==> src/hdl/rv_isa_pkg.sv <==
package rv_isa_pkg;

    typedef logic [31:0] word_t;                  // data and address word
    typedef logic [4:0]  reg_idx_t;               // x0..x31

    typedef enum logic [6:0] {
        OPC_OP     = 7'b0110011,                  // register-register alu
        OPC_OP_IMM = 7'b0010011,                  // register-immediate alu
        OPC_LUI    = 7'b0110111,
        OPC_AUIPC  = 7'b0010111,
        OPC_STORE  = 7'b0100011,
        OPC_LOAD   = 7'b0000011,
        OPC_JAL    = 7'b1101111,
        OPC_JALR   = 7'b1100111,
        OPC_BRANCH = 7'b1100011,
        OPC_SYSTEM = 7'b1110011                   // ecall and ebreak
    } opcode_e;

    typedef struct packed {
        logic [6:0] funct7;
        reg_idx_t   rs2;
        reg_idx_t   rs1;
        logic [2:0] funct3;
        reg_idx_t   rd;
        opcode_e    opcode;
    } r_fmt_t;

    typedef struct packed {
        logic [11:0] imm;                          // imm[11:0]
        reg_idx_t    rs1;
        logic [2:0]  funct3;
        reg_idx_t    rd;
        opcode_e     opcode;
    } i_fmt_t;

    typedef struct packed {
        logic [6:0] imm_hi;                       // imm[11:5]
        reg_idx_t   rs2;
        reg_idx_t   rs1;
        logic [2:0] funct3;
        logic [4:0] imm_lo;                       // imm[4:0]
        opcode_e    opcode;
    } s_fmt_t;

    typedef struct packed {
        logic       imm12;
        logic [5:0] imm10_5;
        reg_idx_t   rs2;
        reg_idx_t   rs1;
        logic [2:0] funct3;
        logic [3:0] imm4_1;
        logic       imm11;
        opcode_e    opcode;
    } b_fmt_t;

    typedef struct packed {
        logic [19:0] imm;                          // imm[31:12]
        reg_idx_t    rd;
        opcode_e     opcode;
    } u_fmt_t;

    typedef struct packed {
        logic       imm20;
        logic [9:0] imm10_1;
        logic       imm11;
        logic [7:0] imm19_12;
        reg_idx_t   rd;
        opcode_e    opcode;
    } j_fmt_t;

    typedef union packed {
        r_fmt_t r;
        i_fmt_t i;
        s_fmt_t s;
        b_fmt_t b;
        u_fmt_t u;
        j_fmt_t j;
    } instr_u;

    localparam word_t NOP_INSTR = 32'h0000_0013;  // addi x0, x0, 0

endpackage

==> src/hdl/exec_pkg.sv <==
package exec_pkg;

    import rv_isa_pkg::*;

    typedef struct packed {
        instr_u instr;
        word_t  pc;
    } fetch_t;

    typedef enum logic [2:0] {
        CLS_NONE, CLS_ALU, CLS_LOAD, CLS_STORE, CLS_BRANCH, CLS_JAL, CLS_JALR, CLS_SYSTEM
    } instr_class_e;

    typedef enum logic [3:0] {
        ALU_ADD, ALU_SUB, ALU_SLL, ALU_SLT, ALU_SLTU, ALU_XOR,
        ALU_SRL, ALU_SRA, ALU_OR, ALU_AND, ALU_PASS_B
    } alu_op_e;

    typedef enum logic [1:0] {OPA_RS1, OPA_PC, OPA_ZERO} opa_sel_e;
    typedef enum logic       {OPB_RS2, OPB_IMM} opb_sel_e;

    typedef struct packed {
        instr_class_e cls;
        alu_op_e      alu_op;
        opa_sel_e     opa_sel;
        opb_sel_e     opb_sel;
        reg_idx_t     rd;
        reg_idx_t     rs1;
        reg_idx_t     rs2;
        logic [2:0]   funct3;
        word_t        imm;                         // already sign extended
        word_t        pc;
    } decoded_t;

    typedef struct packed {
        logic        re;
        logic [3:0]  we;                           // byte lane strobes
        logic [29:0] idx;                          // word index, addr[31:2]
        word_t       wdata;
        logic [2:0]  funct3;                       // load kind
    } mem_req_t;

    typedef struct packed {
        logic     valid;
        reg_idx_t rd;
        word_t    data;
    } wb_t;

endpackage

==> src/hdl/alu.sv <==
`timescale 1ns/1ps

module alu import rv_isa_pkg::*, exec_pkg::*; (
    input  decoded_t dec_i,
    input  word_t    rs1_data_i,
    input  word_t    rs2_data_i,
    output word_t    result_o
);

    word_t      op_a;
    word_t      op_b;
    logic [4:0] shamt;

    always_comb begin
        case (dec_i.opa_sel)
            OPA_RS1: op_a = rs1_data_i;
            OPA_PC:  op_a = dec_i.pc;              // auipc
            default: op_a = '0;
        endcase
    end

    assign op_b  = (dec_i.opb_sel == OPB_RS2) ? rs2_data_i : dec_i.imm;
    assign shamt = op_b[4:0];                      // low five bits only

    always_comb begin
        case (dec_i.alu_op)
            ALU_ADD:    result_o = op_a + op_b;
            ALU_SUB:    result_o = op_a - op_b;
            ALU_SLL:    result_o = op_a << shamt;
            ALU_SLT:    result_o = {31'b0, $signed(op_a) < $signed(op_b)};
            ALU_SLTU:   result_o = {31'b0, op_a < op_b};
            ALU_XOR:    result_o = op_a ^ op_b;
            ALU_SRL:    result_o = op_a >> shamt;
            ALU_SRA:    result_o = word_t'($signed(op_a) >>> shamt);   // keeps sign
            ALU_OR:     result_o = op_a | op_b;
            ALU_AND:    result_o = op_a & op_b;
            ALU_PASS_B: result_o = op_b;           // lui
            default:    result_o = '0;
        endcase
    end

endmodule

==> config.mk <==
export PLATFORM = sky130hd
export DESIGN_NAME = alu
export DESIGN_NICKNAME = d
export VERILOG_FILES = /design/src/hdl/rv_isa_pkg.sv /design/src/hdl/exec_pkg.sv /design/src/hdl/alu.sv
export SDC_FILE = /design/constraint.sdc
export NUM_CORES = 1
export LEC_CHECK = 0
export ABC_CLOCK_PERIOD_IN_PS = 19800
export BUFFER_PORTS_ARGS = -buffer_cell sky130_fd_sc_hd__buf_2
export CAP_MARGIN = 20
export CORE_MARGIN = 2
export CORE_UTILIZATION = 63
export DETAILED_ROUTE_END_ITERATION = 16
export PLACE_DENSITY_LB_ADDON = 0.15
export SLEW_MARGIN = 20
export SYNTH_ARGS = -nofsm -noshare
export SYNTH_HDL_FRONTEND = slang
export SYNTH_SLANG_ARGS = --single-unit
==> constraint.sdc <==
create_clock -name vclk -period 19.8
set_input_delay 3.96 -clock vclk [all_inputs]
set_output_delay 3.96 -clock vclk [all_outputs]
set_load 0.05 [all_outputs]
==> qor.yml <==
die:
  core_area_um2: 15100
  die_w_um: 128
  initial_core_util: 0.638
  dieArea_um2: 16300
  io_pins: 188
  rows: 45
  die_h_um: 128
synth:
  synth.avg_cell_area_um2: 6.38
  netlist_instances: 1509
  mappedNetlistNets: 1765
  yosys_warnings: 0
  netlist_area_um2: 9630
  yosysUniqueCellTypes: 102
  ys_seq_area_frac: 0
sta:
  slew_violations: 0
  rsz0062_at_grt: "false"
  final.setup.tns_ps: 0
  period_needed_ps: 12880
  setup_viol_count_final: 0
  slew_headroom: 0.395
  hold_viol: 0
  post-route-period-util: 0.650
  fmax_ghz: 0.0777
  worstMarginPinSlew_ps: 882
place:
  gp_congestion: 1.16
  port_buffers: 167
  dp_hpwl_mm: 31.6
final_layout:
  areaGrowthSynthToFinish_pct: 7.24
  seqCellArea_um2: 0
  layout-drive-gt1-share: 0.176
  final_common_cell: "nor2_1"
  fillCellCount: 1382
  clockBufferCount: 0
  seq_cells: 0
  layout_common_cells: "nor2_1, buf_2, o21ai_0, nand2_1, a21oi_1"
  antennaDiodeCount: 0
  nNetsFinal: 1844
critical_path:
  crit_required_ps: 15840
  worstSetupStartpointType: "input pin"
  critPathMaxStageDelay_ps: 590
  cp_slowest_cell: "buf_4"
  crit_family: "compound AO/OA/AOI/OAI gates"
  critPathCaptureType: "primary output"
  path_cells: "buf_2, buf_4, mux2i_4, buf_4, ha_1, nor2b_1, o31ai_4, a211oi_2, o31ai_4, o21ai_2, a2111oi_2, o311ai_1, a21oi_2, nor3_1, o41ai_2, buf_2"
  crit_buf_inv: 4
  critPathArrivalTime_ps: 8920
  path_max_fanout: 65
  critical_path_class: "in2out"
grt:
  grt_pass1_vias: 11100
  grt_max_degree: 70
  grt_pass1_wl_mm: 62.0
  grt_overflow: 0
  antenna_found_initial: 0
  grt_usage: 0.478
detailed_routing:
  wire_per_inst_um: 23.2
  ant_nets: 0
  drc_errors: 0
  firstDrtPassIters: 7
  avgViaCountPerCell: 7.29
  drt_iter0_markers: 2052
  wl_mm: 41.1
  vias: 12900
clocking:
  cts_resized: 0
  postCtsSetupBuffers: 0
  hold_buffers: 0
run:
  maxCapViolations: 0
power:
  finalPower_mw: 0.405
  ir_drop_v: 0.0000291
  leakage_nw: 4.54
  power_density_nw_per_um2: 39.2
outcome:
  status: "finished, final reports clean"
worst_hold_path:
  min_path_type: "in2out"
==> synthesized netlist by cell type, types with 16 or more instances <==
| cell type | n | area share |
|---|---|---|
| inv_1 | 93 | 0.036 |
| nor3_1 | 43 | 0.022 |
| mux2i_1 | 88 | 0.091 |
| buf_2 | 29 | 0.015 |
| nor2_1 | 197 | 0.077 |
| o21ai_1 | 17 | 0.0088 |
| o211ai_1 | 31 | 0.024 |
| o21bai_1 | 16 | 0.012 |
| o22ai_1 | 36 | 0.023 |
| ha_1 | 98 | 0.13 |
| nand3_1 | 26 | 0.014 |
| mux2_2 | 24 | 0.028 |
| clkbuf_1 | 51 | 0.020 |
| a31oi_1 | 17 | 0.011 |
| a211oi_1 | 26 | 0.020 |
| a21oi_1 | 134 | 0.070 |
| a221oi_1 | 22 | 0.020 |
| o21ai_0 | 150 | 0.078 |
| nand2_1 | 135 | 0.053 |
==> through the flow <==
step	setup WS (ps)	std cells	utilization	area [um^2]	hold slack [ps]
finish	6920	1774	0.684	10300	8580
global route	6760	1774	0.684	10300	8600
CTS	7000	1774	0.684	10300	8550
detailed placement	7010	1774	0.684	10300	8550
global placement	7120	1774	0.684	10300	8530
floorplan	7330	1509	-	9630	8420
==> final timing paths <==
path              startpoint          end  slack, ps  cells after the start
hold / removal     dec_i[88]  result_o[0]       8580                      3
setup / recovery   dec_i[82]  result_o[0]       6920                     16
==> area by class of cell <==
class	instances	area, um^2	share of cell area
multi-input cells	1295	8680	0.841
repair buffers	194	1040	0.101
well taps	188	235	0.0228
inverters	97	367	0.0355
==> metal layers <==
layer,GRT usage,up-vias,share of wire
li1,-,5770,-
met1,0.610,5837,0.37
met2,0.756,1109,0.43
met3,0.0666,222,0.12
met4,0.306,0,0.084
met5,0,-,0
==> power breakdown <==
part	switching, mW	internal (mW)	leakage, nW
Sequential	0	0	0
Combinational	0.280	0.125	4.54
Clock	0	0	0
==> cells by family after synthesis <==
kind of cell    synth area share
compound gates             0.413
fa+ha+maj                  0.131
xor+xnor                 0.00273
simple gates               0.219
buf+inv                    0.103
mux                        0.131
(Power assumes the default switching activity.)
