<file path="src/hdl/rv_isa_pkg.sv">
package rv_isa_pkg;

    typedef logic [31:0] word_t;                  // data and address word
    typedef logic [4:0]  reg_idx_t;               // x0..x31

    typedef enum logic [6:0] {
        OPC_OP     = 7'b0110011,                  // register-register alu
        OPC_OP_IMM = 7'b0010011,                  // register-immediate alu
        OPC_LUI    = 7'b0110111,
        OPC_AUIPC  = 7'b0010111,
        OPC_STORE  = 7'b0100011,
        OPC_LOAD   = 7'b0000011,
        OPC_JAL    = 7'b1101111,
        OPC_JALR   = 7'b1100111,
        OPC_BRANCH = 7'b1100011,
        OPC_SYSTEM = 7'b1110011                   // ecall and ebreak
    } opcode_e;

    typedef struct packed {
        logic [6:0] funct7;
        reg_idx_t   rs2;
        reg_idx_t   rs1;
        logic [2:0] funct3;
        reg_idx_t   rd;
        opcode_e    opcode;
    } r_fmt_t;

    typedef struct packed {
        logic [11:0] imm;                          // imm[11:0]
        reg_idx_t    rs1;
        logic [2:0]  funct3;
        reg_idx_t    rd;
        opcode_e     opcode;
    } i_fmt_t;

    typedef struct packed {
        logic [6:0] imm_hi;                       // imm[11:5]
        reg_idx_t   rs2;
        reg_idx_t   rs1;
        logic [2:0] funct3;
        logic [4:0] imm_lo;                       // imm[4:0]
        opcode_e    opcode;
    } s_fmt_t;

    typedef struct packed {
        logic       imm12;
        logic [5:0] imm10_5;
        reg_idx_t   rs2;
        reg_idx_t   rs1;
        logic [2:0] funct3;
        logic [3:0] imm4_1;
        logic       imm11;
        opcode_e    opcode;
    } b_fmt_t;

    typedef struct packed {
        logic [19:0] imm;                          // imm[31:12]
        reg_idx_t    rd;
        opcode_e     opcode;
    } u_fmt_t;

    typedef struct packed {
        logic       imm20;
        logic [9:0] imm10_1;
        logic       imm11;
        logic [7:0] imm19_12;
        reg_idx_t   rd;
        opcode_e    opcode;
    } j_fmt_t;

    typedef union packed {
        r_fmt_t r;
        i_fmt_t i;
        s_fmt_t s;
        b_fmt_t b;
        u_fmt_t u;
        j_fmt_t j;
    } instr_u;

    localparam word_t NOP_INSTR = 32'h0000_0013;  // addi x0, x0, 0

endpackage

</file>
<file path="src/hdl/exec_pkg.sv">
package exec_pkg;

    import rv_isa_pkg::*;

    typedef struct packed {
        instr_u instr;
        word_t  pc;
    } fetch_t;

    typedef enum logic [2:0] {
        CLS_NONE, CLS_ALU, CLS_LOAD, CLS_STORE, CLS_BRANCH, CLS_JAL, CLS_JALR, CLS_SYSTEM
    } instr_class_e;

    typedef enum logic [3:0] {
        ALU_ADD, ALU_SUB, ALU_SLL, ALU_SLT, ALU_SLTU, ALU_XOR,
        ALU_SRL, ALU_SRA, ALU_OR, ALU_AND, ALU_PASS_B
    } alu_op_e;

    typedef enum logic [1:0] {OPA_RS1, OPA_PC, OPA_ZERO} opa_sel_e;
    typedef enum logic       {OPB_RS2, OPB_IMM} opb_sel_e;

    typedef struct packed {
        instr_class_e cls;
        alu_op_e      alu_op;
        opa_sel_e     opa_sel;
        opb_sel_e     opb_sel;
        reg_idx_t     rd;
        reg_idx_t     rs1;
        reg_idx_t     rs2;
        logic [2:0]   funct3;
        word_t        imm;                         // already sign extended
        word_t        pc;
    } decoded_t;

    typedef struct packed {
        logic        re;
        logic [3:0]  we;                           // byte lane strobes
        logic [29:0] idx;                          // word index, addr[31:2]
        word_t       wdata;
        logic [2:0]  funct3;                       // load kind
    } mem_req_t;

    typedef struct packed {
        logic     valid;
        reg_idx_t rd;
        word_t    data;
    } wb_t;

endpackage

</file>
<file path="src/hdl/exec_ctrl.sv">
`timescale 1ns/1ps

module exec_ctrl import rv_isa_pkg::*, exec_pkg::*; (
    input  logic     clk,
    input  logic     rst_n,
    input  logic     valid_i,
    input  decoded_t dec_i,
    input  word_t    rs1_data_i,
    input  word_t    rs2_data_i,
    input  word_t    alu_result_i,
    input  word_t    load_data_i,
    output logic     advance_o,
    output logic     jump_o,
    output word_t    target_pc_o,
    output mem_req_t mem_req_o,
    output wb_t      wb_o,
    output logic     halted_o
);

    logic  waited_q;                               // advance was low last cycle
    logic  taken;
    logic  redirect;                               // jal, jalr or taken branch
    logic  two_cycle;
    logic  writes_rd;
    word_t addr;
    word_t link;

    always_comb begin
        case (dec_i.funct3)
            3'b000:  taken = rs1_data_i == rs2_data_i;                    // beq
            3'b001:  taken = rs1_data_i != rs2_data_i;                    // bne
            3'b100:  taken = $signed(rs1_data_i) <  $signed(rs2_data_i);  // blt
            3'b101:  taken = $signed(rs1_data_i) >= $signed(rs2_data_i);  // bge
            3'b110:  taken = rs1_data_i <  rs2_data_i;                    // bltu
            3'b111:  taken = rs1_data_i >= rs2_data_i;                    // bgeu
            default: taken = 1'b0;
        endcase
    end

    assign redirect  = dec_i.cls == CLS_JAL || dec_i.cls == CLS_JALR ||
                       (dec_i.cls == CLS_BRANCH && taken);
    assign two_cycle = redirect || dec_i.cls == CLS_LOAD;
    assign advance_o = valid_i && (!two_cycle || waited_q);  // second pass retires
    assign jump_o    = redirect && !waited_q;                // one pulse per jump

    assign target_pc_o = (dec_i.cls == CLS_JALR) ? rs1_data_i + dec_i.imm
                                                 : dec_i.pc + dec_i.imm;
    assign link = dec_i.pc + 32'd4;
    assign addr = rs1_data_i + dec_i.imm;                    // load and store address

    always_comb begin
        mem_req_o        = '0;
        mem_req_o.idx    = addr[31:2];             // byte offset ignored
        mem_req_o.wdata  = rs2_data_i;             // low lanes carry sb and sh
        mem_req_o.funct3 = dec_i.funct3;
        mem_req_o.re     = dec_i.cls == CLS_LOAD && !waited_q;   // first cycle only
        if (dec_i.cls == CLS_STORE && advance_o) begin
            case (dec_i.funct3[1:0])
                2'b00:   mem_req_o.we = 4'b0001;   // sb
                2'b01:   mem_req_o.we = 4'b0011;   // sh
                default: mem_req_o.we = 4'b1111;   // sw
            endcase
        end
    end

    assign writes_rd = dec_i.cls == CLS_ALU || dec_i.cls == CLS_LOAD ||
                       dec_i.cls == CLS_JAL || dec_i.cls == CLS_JALR;

    always_comb begin
        wb_o.valid = advance_o && writes_rd && dec_i.rd != '0;   // x0 writes dropped
        wb_o.rd    = dec_i.rd;
        case (dec_i.cls)
            CLS_LOAD:          wb_o.data = load_data_i;
            CLS_JAL, CLS_JALR: wb_o.data = link;
            default:           wb_o.data = alu_result_i;
        endcase
    end

    always_ff @(posedge clk or negedge rst_n) begin
        if (!rst_n) begin
            waited_q <= 1'b0;
            halted_o <= 1'b0;
        end else begin
            waited_q <= !advance_o;                // stall or first half of two
            if (advance_o && dec_i.cls == CLS_SYSTEM) begin
                halted_o <= 1'b1;                  // sticky until reset
            end
        end
    end

    a_jump_not_retire: assert property (@(posedge clk) disable iff (!rst_n)
        jump_o |-> !advance_o);

endmodule

</file>
<file path="config.mk">
export PLATFORM = sky130hd
export DESIGN_NAME = exec_ctrl
export DESIGN_NICKNAME = d
export VERILOG_FILES = /design/src/hdl/rv_isa_pkg.sv /design/src/hdl/exec_pkg.sv /design/src/hdl/exec_ctrl.sv
export SDC_FILE = /design/constraint.sdc
export NUM_CORES = 1
export LEC_CHECK = 0
export BUFFER_PORTS_ARGS = -buffer_cell sky130_fd_sc_hd__buf_2
export CORE_AREA = 2 2 140 142
export CTS_CLUSTER_DIAMETER = 30
export DETAILED_ROUTE_END_ITERATION = 16
export DIE_AREA = 0 0 142 144
export PLACE_DENSITY = 0.68
export SYNTH_ARGS = -nofsm -noshare
export SYNTH_HDL_FRONTEND = slang
export SYNTH_SLANG_ARGS = --single-unit
</file>
<file path="constraint.sdc">
create_clock -name clk -period 2.2 [get_ports clk]
set_input_delay 0.11 -clock clk [delete_from_list [all_inputs] [get_ports clk]]
set_output_delay 0.11 -clock clk [all_outputs]
set_load 0.02 [all_outputs]
</file>
==> run metrics <==
status=complete, but fails checks; failing checks=setup timing; Final setup viols=47; Yosys warning total=0; synth top area cells=ha_1 21%, xnor2_1 7.3%, xor2_1 6.0%, o21ai_0 5.5%, buf_4 5.4%; Post-Layout Inst Area=between 0.01 and 0.015 sq mm; CTS tree=yes; Sum Neg Setup Slack=-14.91 ns; Commonest cells post-synth=95 x ha_1, 66 x nor2_1, 63 x o21ai_0, 60 x a21oi_1, 60 x nand2_1; RSZ-0062 raised after global routing=yes; H-tree Lvls=1; Clock Latency Late Sink=~0.22 ns; largest net degree at the start of global routing=39; first-pass GRT wire length=41100 um; Psw=0.00216 W; Layout fillers=1593; antenna violations before repair=3; drt total wl=between 20000 and 30000 um; Cell Area, Placed=0.00951 sq mm; max-cap violations=0; r2r worst-path depth=6; mapped cell area=0.00572 sq mm; CP Class=input port to primary output; FF-to-FF End=halted_o$_DFFE_PN0P_; nets@finish=between 1500 and 2000; GP Congestion=0.966; hold crit path type=input port to async pin; crit path max fanout=3; R2R setup slack=0.54 ns; switch share=0.485; fin. max-slew vios=0; Vias=8446; Worst-Margin Slew=0.713 ns; final hold violation count=0; drt via density=5.20; Congestion Overflow GR=0; clk slew on worst S/H paths=0.03 ns; post-layout min period=2.80 ns; crit path launch type=input port; drt pass-1 iters=6; pwr dens=just under 400 mW/mm^2; logic gate share of total power=0.928; number of flops mapped to enable cells by yosys=0; Clock Skews=0.000573 ns; DRC Markers=0; die area=a little over 0.02 sq mm; Ports=366; core area=0.0191 sq mm; post-synth top area share=0.208; die width=142 um; DP Wirelength=roughly 23000 um; register area share after synthesis=0.00874; #FFs+latches synth=2; Synth cell types=70; Pleak=about 5.7 nW; Die Y=144 um; top_reg_cell synth=dfrtp_1; post-route ant nets=0; Clock Tree Buf Depth=2; Async SR Flop Fraction=1.00; crit end category=primary output; vias in the first global route=between 7000 and 8000; final setup margin=-0.595 ns; CTS root buffer=clkbuf_16; Critical Path AT=2.69 ns; Syn Inst Count=between 800 and 900; Sink Count=2; leading area contributor after synthesis=ha_1; syn_nets=about 1100; post-layout util=0.604; wire per inst=17.7 um; sequential share of power=0.010; worst path required time=between 2 and 2.5 ns; gr usage total=0.253; CTS Buf Count=3; Initial Utilization=0.300; Rel. slew slack=0.524; internal power=about 0.0023 W; Area Growth Syn to Fin=101%; layout cells sized above 1=0.592; top-count cell post-synth=ha_1; Worst IR Drop VDD=202 uV; 1st-iter DRT viols=approximately 380; period utilisation layout=1.27; Max Clk Rate=0.358 GHz; Port Buffers=348; Avg Inst Size Synth=6.91 sq um; worst r2r src=waited_q$_DFF_PN0_; # rows=51; Clk pwr share=0.062
[registers in the layout (all words and copies together) (netlist names)]
signal	count
halted_o	1
waited_q	1
[power by group through the flow]
stage               registers, W  clock network, W  logic, W
global route           0.0000453          0.000276   0.00440
finish                 0.0000452          0.000275   0.00414
floorplan              0.0000462                 0   0.00188
detailed placement     0.0000446                 0   0.00327
CTS                    0.0000446          0.000274   0.00381
global placement       0.0000441                 0   0.00323
[timing repair]
action,CTS,global route
hold endpoints to repair,2,0
hold buffers,1,0
buffers inserted,33,22
gates resized for setup,270,101
pin swaps,107,71
setup endpoints to repair,59,55
[metrics by stage]
stage / cells / hold WS [ns] / setup slack [ns] / total power, W
final: 1623 / 0.242 / -0.595 / 0.00446
after global routing: 1622 / 0.252 / -0.675 / 0.00472
after CTS: 1601 / 0.210 / -0.493 / 0.00413
after detailed placement: 1568 / -0.103 / -0.720 / 0.00331
after global placement: 1568 / -0.104 / -0.681 / 0.00328
after floorplan: 828 / -0.186 / -0.305 / 0.00193
[layer usage]
metal / global-route usage / vias to the layer above / wire, um
li1: - / 4109 / -
met1: 0.316 / 3923 / 12300
met2: 0.465 / 340 / 14300
met3: 0.0119 / 74 / 1130
met4: 0.0837 / 0 / 1060
met5: 0 / - / 0
[cells by family after synthesis]
family          share of synthesized area
buf+inv                             0.108
compound gates                      0.305
simple gates                        0.212
flops                             0.00874
fa+ha+maj                           0.215
mux                                0.0181
xor+xnor                            0.133
[worst max path at each step]
stage,end,cells after the start,from,slack [ns]
6_report,target_pc_o[28],14,dec_i[32],-0.60
5_1_grt,target_pc_o[30],13,dec_i[19],-0.68
4_1_cts,target_pc_o[28],14,dec_i[32],-0.49
3_5_place_dp,target_pc_o[28],14,dec_i[32],-0.72
3_3_place_gp,target_pc_o[28],14,dec_i[32],-0.68
2_1_floorplan,target_pc_o[28],12,dec_i[32],-0.30
[layout by cell type, fill, tap and decap left out, types with 8 or more instances in the layout]
| cell type | synthesis | routed |
|---|---|---|
| o21a_1 | 10 | 9 |
| mux2_4 | 1 | 8 |
| ha_1 | 95 | 62 |
| nor2_2 | 0 | 11 |
| a21oi_2 | 2 | 18 |
| xor2_2 | 0 | 9 |
| ha_4 | 0 | 33 |
| o21ai_2 | 0 | 17 |
| nor2_1 | 66 | 51 |
| a21o_1 | 24 | 24 |
| buf_4 | 41 | 240 |
| buf_6 | 1 | 92 |
| a21oi_1 | 60 | 42 |
| xnor2_2 | 0 | 12 |
| nand3_1 | 26 | 19 |
| xnor2_1 | 48 | 30 |
| o211ai_1 | 8 | 8 |
| nand2_1 | 60 | 56 |
| xor2_1 | 39 | 30 |
| inv_1 | 58 | 46 |
| nand4_1 | 22 | 22 |
| o21ai_0 | 63 | 43 |
| inv_2 | 0 | 8 |
| o21ai_1 | 11 | 9 |
| a22oi_1 | 29 | 29 |
| buf_8 | 0 | 14 |
| buf_2 | 1 | 265 |
[worst max-delay path, cell delays in order]
cell       delay, ns
buf_8           0.11
ha_4            0.16
inv_2           0.05
fa_2            0.24
nor2b_4         0.05
o2111ai_2       0.22
nand3_2         0.17
a31oi_4         0.24
o21ai_2         0.10
o211a_1         0.23
o211a_1         0.21
a2111o_1        0.35
mux2_4          0.30
buf_6           0.13
[final cells by class]
type,count,area [sq um],area share
diodes,4,10.0,0.000869
multi-input cells,705,6460,0.561
clock buffers,3,75.1,0.00651
well taps,238,298,0.0258
repair buffers,613,4400,0.382
flip-flops and latches,2,50.0,0.00434
inverters,58,228,0.0198
Note: power is estimated with default switching activity, not from simulation.
