===== src/hdl/rv_isa_pkg.sv =====
package rv_isa_pkg;

    typedef logic [31:0] word_t;                  // data and address word
    typedef logic [4:0]  reg_idx_t;               // x0..x31

    typedef enum logic [6:0] {
        OPC_OP     = 7'b0110011,                  // register-register alu
        OPC_OP_IMM = 7'b0010011,                  // register-immediate alu
        OPC_LUI    = 7'b0110111,
        OPC_AUIPC  = 7'b0010111,
        OPC_STORE  = 7'b0100011,
        OPC_LOAD   = 7'b0000011,
        OPC_JAL    = 7'b1101111,
        OPC_JALR   = 7'b1100111,
        OPC_BRANCH = 7'b1100011,
        OPC_SYSTEM = 7'b1110011                   // ecall and ebreak
    } opcode_e;

    typedef struct packed {
        logic [6:0] funct7;
        reg_idx_t   rs2;
        reg_idx_t   rs1;
        logic [2:0] funct3;
        reg_idx_t   rd;
        opcode_e    opcode;
    } r_fmt_t;

    typedef struct packed {
        logic [11:0] imm;                          // imm[11:0]
        reg_idx_t    rs1;
        logic [2:0]  funct3;
        reg_idx_t    rd;
        opcode_e     opcode;
    } i_fmt_t;

    typedef struct packed {
        logic [6:0] imm_hi;                       // imm[11:5]
        reg_idx_t   rs2;
        reg_idx_t   rs1;
        logic [2:0] funct3;
        logic [4:0] imm_lo;                       // imm[4:0]
        opcode_e    opcode;
    } s_fmt_t;

    typedef struct packed {
        logic       imm12;
        logic [5:0] imm10_5;
        reg_idx_t   rs2;
        reg_idx_t   rs1;
        logic [2:0] funct3;
        logic [3:0] imm4_1;
        logic       imm11;
        opcode_e    opcode;
    } b_fmt_t;

    typedef struct packed {
        logic [19:0] imm;                          // imm[31:12]
        reg_idx_t    rd;
        opcode_e     opcode;
    } u_fmt_t;

    typedef struct packed {
        logic       imm20;
        logic [9:0] imm10_1;
        logic       imm11;
        logic [7:0] imm19_12;
        reg_idx_t   rd;
        opcode_e    opcode;
    } j_fmt_t;

    typedef union packed {
        r_fmt_t r;
        i_fmt_t i;
        s_fmt_t s;
        b_fmt_t b;
        u_fmt_t u;
        j_fmt_t j;
    } instr_u;

    localparam word_t NOP_INSTR = 32'h0000_0013;  // addi x0, x0, 0

endpackage


===== src/hdl/exec_pkg.sv =====
package exec_pkg;

    import rv_isa_pkg::*;

    typedef struct packed {
        instr_u instr;
        word_t  pc;
    } fetch_t;

    typedef enum logic [2:0] {
        CLS_NONE, CLS_ALU, CLS_LOAD, CLS_STORE, CLS_BRANCH, CLS_JAL, CLS_JALR, CLS_SYSTEM
    } instr_class_e;

    typedef enum logic [3:0] {
        ALU_ADD, ALU_SUB, ALU_SLL, ALU_SLT, ALU_SLTU, ALU_XOR,
        ALU_SRL, ALU_SRA, ALU_OR, ALU_AND, ALU_PASS_B
    } alu_op_e;

    typedef enum logic [1:0] {OPA_RS1, OPA_PC, OPA_ZERO} opa_sel_e;
    typedef enum logic       {OPB_RS2, OPB_IMM} opb_sel_e;

    typedef struct packed {
        instr_class_e cls;
        alu_op_e      alu_op;
        opa_sel_e     opa_sel;
        opb_sel_e     opb_sel;
        reg_idx_t     rd;
        reg_idx_t     rs1;
        reg_idx_t     rs2;
        logic [2:0]   funct3;
        word_t        imm;                         // already sign extended
        word_t        pc;
    } decoded_t;

    typedef struct packed {
        logic        re;
        logic [3:0]  we;                           // byte lane strobes
        logic [29:0] idx;                          // word index, addr[31:2]
        word_t       wdata;
        logic [2:0]  funct3;                       // load kind
    } mem_req_t;

    typedef struct packed {
        logic     valid;
        reg_idx_t rd;
        word_t    data;
    } wb_t;

endpackage


===== src/hdl/fetch_decode.sv =====
`timescale 1ns/1ps

module fetch_decode import rv_isa_pkg::*, exec_pkg::*; #(
    parameter word_t RESET_PC = 32'h0000_0000
) (
    input  logic     clk,
    input  logic     rst_n,
    input  fetch_t   fetch_i,
    input  logic     advance_i,
    output decoded_t dec_o
);

    fetch_t f_q;                                   // instruction under execution
    instr_u in;

    always_ff @(posedge clk or negedge rst_n) begin
        if (!rst_n) begin
            f_q.instr <= NOP_INSTR;                // start on a harmless nop
            f_q.pc    <= RESET_PC;
        end else if (advance_i) begin
            f_q <= fetch_i;                        // load on retire
        end
    end

    assign in = f_q.instr;

    always_comb begin
        dec_o         = '0;
        dec_o.cls     = CLS_NONE;                  // unknown opcodes just pass
        dec_o.alu_op  = ALU_PASS_B;
        dec_o.opa_sel = OPA_ZERO;
        dec_o.opb_sel = OPB_IMM;
        dec_o.rd      = in.r.rd;                   // fields share their slots
        dec_o.rs1     = in.r.rs1;
        dec_o.rs2     = in.r.rs2;
        dec_o.funct3  = in.r.funct3;
        dec_o.pc      = f_q.pc;
        dec_o.imm     = {{20{in.i.imm[11]}}, in.i.imm};   // i form by default
        case (in.r.opcode)
            OPC_OP, OPC_OP_IMM: begin
                dec_o.cls     = CLS_ALU;
                dec_o.opa_sel = OPA_RS1;
                dec_o.opb_sel = (in.r.opcode == OPC_OP) ? OPB_RS2 : OPB_IMM;
                case (in.r.funct3)
                    3'b000: dec_o.alu_op = (in.r.opcode == OPC_OP && in.r.funct7[5]) ?
                                           ALU_SUB : ALU_ADD;  // no subi
                    3'b001: dec_o.alu_op = ALU_SLL;
                    3'b010: dec_o.alu_op = ALU_SLT;
                    3'b011: dec_o.alu_op = ALU_SLTU;
                    3'b100: dec_o.alu_op = ALU_XOR;
                    3'b101: dec_o.alu_op = in.r.funct7[5] ? ALU_SRA : ALU_SRL; // bit 30
                    3'b110: dec_o.alu_op = ALU_OR;
                    default: dec_o.alu_op = ALU_AND;
                endcase
            end
            OPC_LUI: begin
                dec_o.cls = CLS_ALU;
                dec_o.imm = {in.u.imm, 12'b0};     // upper immediate straight through
            end
            OPC_AUIPC: begin
                dec_o.cls     = CLS_ALU;
                dec_o.alu_op  = ALU_ADD;
                dec_o.opa_sel = OPA_PC;
                dec_o.imm     = {in.u.imm, 12'b0};
            end
            OPC_STORE: begin
                dec_o.cls = CLS_STORE;
                dec_o.imm = {{20{in.s.imm_hi[6]}}, in.s.imm_hi, in.s.imm_lo};
            end
            OPC_LOAD:   dec_o.cls = CLS_LOAD;      // i form offset
            OPC_JALR:   dec_o.cls = CLS_JALR;
            OPC_JAL: begin
                dec_o.cls = CLS_JAL;
                dec_o.imm = {{11{in.j.imm20}}, in.j.imm20, in.j.imm19_12,
                             in.j.imm11, in.j.imm10_1, 1'b0};
            end
            OPC_BRANCH: begin
                dec_o.cls = CLS_BRANCH;
                dec_o.imm = {{19{in.b.imm12}}, in.b.imm12, in.b.imm11,
                             in.b.imm10_5, in.b.imm4_1, 1'b0};
            end
            OPC_SYSTEM: dec_o.cls = CLS_SYSTEM;    // ecall and ebreak alike
            default: ;
        endcase
    end

    // pc handed over by the fetch side lands aligned
    a_pc_aligned: assert property (@(posedge clk) disable iff (!rst_n)
        advance_i |=> f_q.pc[1:0] == 2'b00);

endmodule


===== config.mk =====
export PLATFORM = sky130hd
export DESIGN_NAME = fetch_decode
export DESIGN_NICKNAME = d
export VERILOG_FILES = /design/src/hdl/rv_isa_pkg.sv /design/src/hdl/exec_pkg.sv /design/src/hdl/fetch_decode.sv
export SDC_FILE = /design/constraint.sdc
export NUM_CORES = 1
export LEC_CHECK = 0
export BUFFER_PORTS_ARGS = -buffer_cell sky130_fd_sc_hd__buf_2
export CAP_MARGIN = 20
export CORE_ASPECT_RATIO = 1.2
export CORE_MARGIN = 8
export CORE_UTILIZATION = 40
export DETAILED_ROUTE_END_ITERATION = 10
export PLACE_DENSITY = 0.74
export SYNTH_ARGS = -nofsm -noshare
export SYNTH_HDL_FRONTEND = slang
export SYNTH_SLANG_ARGS = --single-unit

===== constraint.sdc =====
create_clock -name clk -period 4.05 [get_ports clk]
set_input_delay 0.6075 -clock clk [delete_from_list [all_inputs] [get_ports clk]]
set_output_delay 0.6075 -clock clk [all_outputs]
set_load 0.02 [all_outputs]

==> summary by stage <==
Outcome
The flow ran to the end, and the final reports show no timing, DRC or antenna violations.

Clock tree
The count of buffers added by post-CTS timing repair for setup is 0. The clock passes through at most 2 buffers. After clock tree synthesis, the clock-pin slew on the worst setup and hold paths is around 70 ps. The number of clock buffers added by TritonCTS is 9.

The tree is rooted in a clkbuf_8. At the later pin of the worst-skew pair, clock insertion delay measures between 300 and 400 ps. The number of gates resized after CTS was 0. In this run the number of H-tree levels came out at 3.

The CTS tree is yes. The clock drives 64 sinks. The post-cts hold buffer count is 0.

Yosys
The per-instance average area after synthesis is 12.7 um^2. The proportion of netlist area held by the largest area contributor is between 40 and 50%. By area the synthesized netlist is led by dfrtp_1, mux2_2, buf_4. Among all cell types in the netlist, the one instantiated most often is mux2_2. The portion of the post-synthesis area used by sequential elements is 51.7%. Counting instances in the post-synthesis netlist gives the leading cell types as mux2_2, dfrtp_1, buf_4. After synthesis, the largest family of logic cells by area is multiplexers.

Of the total synthesized cell area, the portion taken by full adders, half adders and majority gates is 0%. The primary flip-flop cell chosen by synthesis mapping is dfrtp_1. The xor-xnor portion of the synthesized cell area is 0%. The post-synthesis async set-or-reset flop share is 100%. The compound-cell area share of the yosys netlist is 9.11%.

The post-synthesis instance total is about 250. The synthesized design contains 0 enable-type register cells. The number of different library cells used by synthesis comes to 38.

The number of nets in the synthesized netlist is 312. The largest total area in the synthesized netlist belongs to dfrtp_1. The total number of yosys warnings is 0. After synthesis the cells add up to 0.00310 mm^2.

Of the post-synthesis cell area, the part taken by muxes is roughly 23%. Synthesis inferred 64 register bits. The synthesized netlist devotes approximately 8.1% of its cell area to simple gates.

Floorplan
The starting density of the core is roughly two fifths. The core area is 0.00762 mm^2. The die covers around 0.011 mm^2. In this run the horizontal extent of the chip is between 90 and 100 um. The vertical die dimension is roughly 110 um.

In this run the count of I/O pins placed on the die edge is ~160. The number of placement rows is 35.

Power
Combinational logic is responsible for between 20% and 30% of the overall power. The leakage power total is 2.01 nW. The internal cell power is approximately 1.2 mW.

Sequential cells account for 44.2% of the total power. The clock network fraction of total power is around 32%. The switching part of the total is about a third. The analysis attributes to net switching a power of 0.541 mW.

In this run the power density over the cells is 432 mW/mm^2. Across the VDD grid, the largest voltage drop is about 280 uV.

Place
After detailed placement, the total cell area comes to 0.00378 mm^2. The post-detailed-placement half-perimeter wirelength is roughly 6.3 mm. The routability-driven placement congestion ratio is 0.804. The minimum setup slack after placement is roughly 1400 ps. The count of buffers added on input and output ports is 158.

Worst setup path
The number of cells traversed by the worst register-to-register path is 2. In this run the worst path has a maximum fanout of 11. The category of the critical setup timing path is reg2out.

The worst setup path is captured at an output port. The endpoint of the lowest-slack register-to-register path is in[4]. The startpoint kind of the worst setup timing path is a flip-flop.

The worst flop-to-flop path startpoint is in[4]. The worst reg-to-reg setup slack is 3110 ps. The arrival time at the worst endpoint is ~2400 ps. For the worst setup path, the data required time is roughly 3400 ps.

Timing
In the finished design, the share of the clock period the worst path needs comes to roughly 75%. The slew at the pin closest to its max-slew limit is 731 ps. The aggregate negative setup slack is 0 ps. The timing-limited maximum frequency is roughly 0.33 GHz. Setup repair after global routing left no endpoint under its margin. The number of failing hold endpoints at the final stage is 0. The number of max-slew violations in the final report is 0.

The setup violation total in the final timing report is 0. The post-layout worst setup margin is just over 1000 ps. In this run the tightest slew margin relative to its limit is about half.

Across the routed clock network, the largest skew measured is 0 ps. Counting I/O delays and the setup requirement, the final critical path takes just over 3000 ps.

Route
Once detail routing completed, the nets flagged for antenna violations numbered 0. Summing over every cut layer, the via total after detailed routing is ~2400. The number of optimization iterations in the first detailed-route pass is 4. In the routed design, unresolved DRC markers number 0. Dividing the detail-routed wire length by the instance count gives around 17 um.

The total detailed-routing wirelength is slightly above 8 mm. The count of routing violations after the opening detailed-route iteration is between 70 and 80. The via-per-instance ratio is between 4 and 5.

Cells and area
The total non-filler cell area in the finished layout is 0.00399 mm^2. The share of post-route cells with drive strength above 1 is between 60% and 70%. The number of antenna diodes in the final layout is 0.

The number of nets at the end of the flow is ~450. Relative to the synthesized area, the layout overhead comes to 28.6%. Fill cells in the final layout number between 700 and 800.

Global route
The number of global-route vias before repair is 2458. The number of antenna violations at the first check in global routing is 0. Entering global routing, the biggest net connects 38 pins. The wire length of the first global-routing pass is between 10 and 15 mm.

Global routing used between 10% and 20% of the available tracks across all layers. Summed over all layers, the global routing overflow is 0.

Hold path
In this run the worst hold path is classified as in2async.

Run
The tool flagged a number of max-cap violations equal to 0.
how the worst max path moves through the flow:
stage               start  slack (ps)   endpoint
floorplan           in[4]        1550  dec_o[90]
global placement    in[4]        1410  dec_o[48]
detailed placement  in[4]        1360  dec_o[44]
CTS                 in[4]         960  dec_o[44]
global route        in[4]         810  dec_o[44]
finish              in[4]        1020  dec_o[44]
cell usage in the layout (no fill, tap or decap), types with 2 or more instances in the layout:
cell type	count
clkinvlp_4	2
nor3_1	2
a21oi_1	8
nand3b_1	2
dfstp_2	3
nor2_1	6
nand2b_1	3
nand2_1	6
buf_4	2
nand4_1	2
nor2b_1	5
buf_2	158
dfrtp_1	61
mux2_2	63
and2b_1	4
a21o_1	20
clkbuf_8	10
a22o_1	4
layout make-up:
class	instances	area (um^2)	area share, %
sequential	64	1610	40.2
multi-input combinational	144	1250	31.5
timing repair buffer	160	806	20.2
clock buffer	10	138	3.45
tap	92	115	2.88
clock inverter	6	67.6	1.69
inverter	1	3.75	0.0941
power by group through the flow:
stage                     logic (mW)  clock network (mW)  registers (mW)
after floorplan                0.258                   0           0.794
after global placement         0.407                   0           0.770
after detailed placement       0.413                   0           0.774
after CTS                      0.415               0.571           0.762
after global routing           0.436               0.601           0.772
final                          0.406               0.555           0.761
routing by layer:
layer,track usage [%],share of wire (%),vias up
met3,5.87,10,7
met4,4.86,1.2,0
met2,24.9,51,95
met5,0,0,-
met1,16.0,37,1152
li1,-,-,1116
sequential cells by signal (all words and copies together) (netlist names):
name,flops
dec_o,32
in,32
cells by family after synthesis:
family / after synthesis
simple gates: 40
compound gates: 40
buf+inv: 37
mux: 64
flops: 64
per-stage QoR:
stage | util, % | instances | hold WS [ps] | total power, mW
2_1_floorplan | - | 245 | 312 | 1.05
3_3_place_gp | 49.7 | 461 | 483 | 1.18
3_5_place_dp | 49.7 | 461 | 490 | 1.19
4_1_cts | 52.4 | 477 | 341 | 1.75
5_1_grt | 52.4 | 477 | 357 | 1.81
6_report | 52.4 | 477 | 329 | 1.72
worst max-delay path, cell delays in order, from the launching register on:
cell and delay [ps]:
dfstp_2 580, or3b_4 420, a21oi_2 450, nor2b_1 270, a21o_1 220, buf_2 150
(Power assumes the default switching activity.)
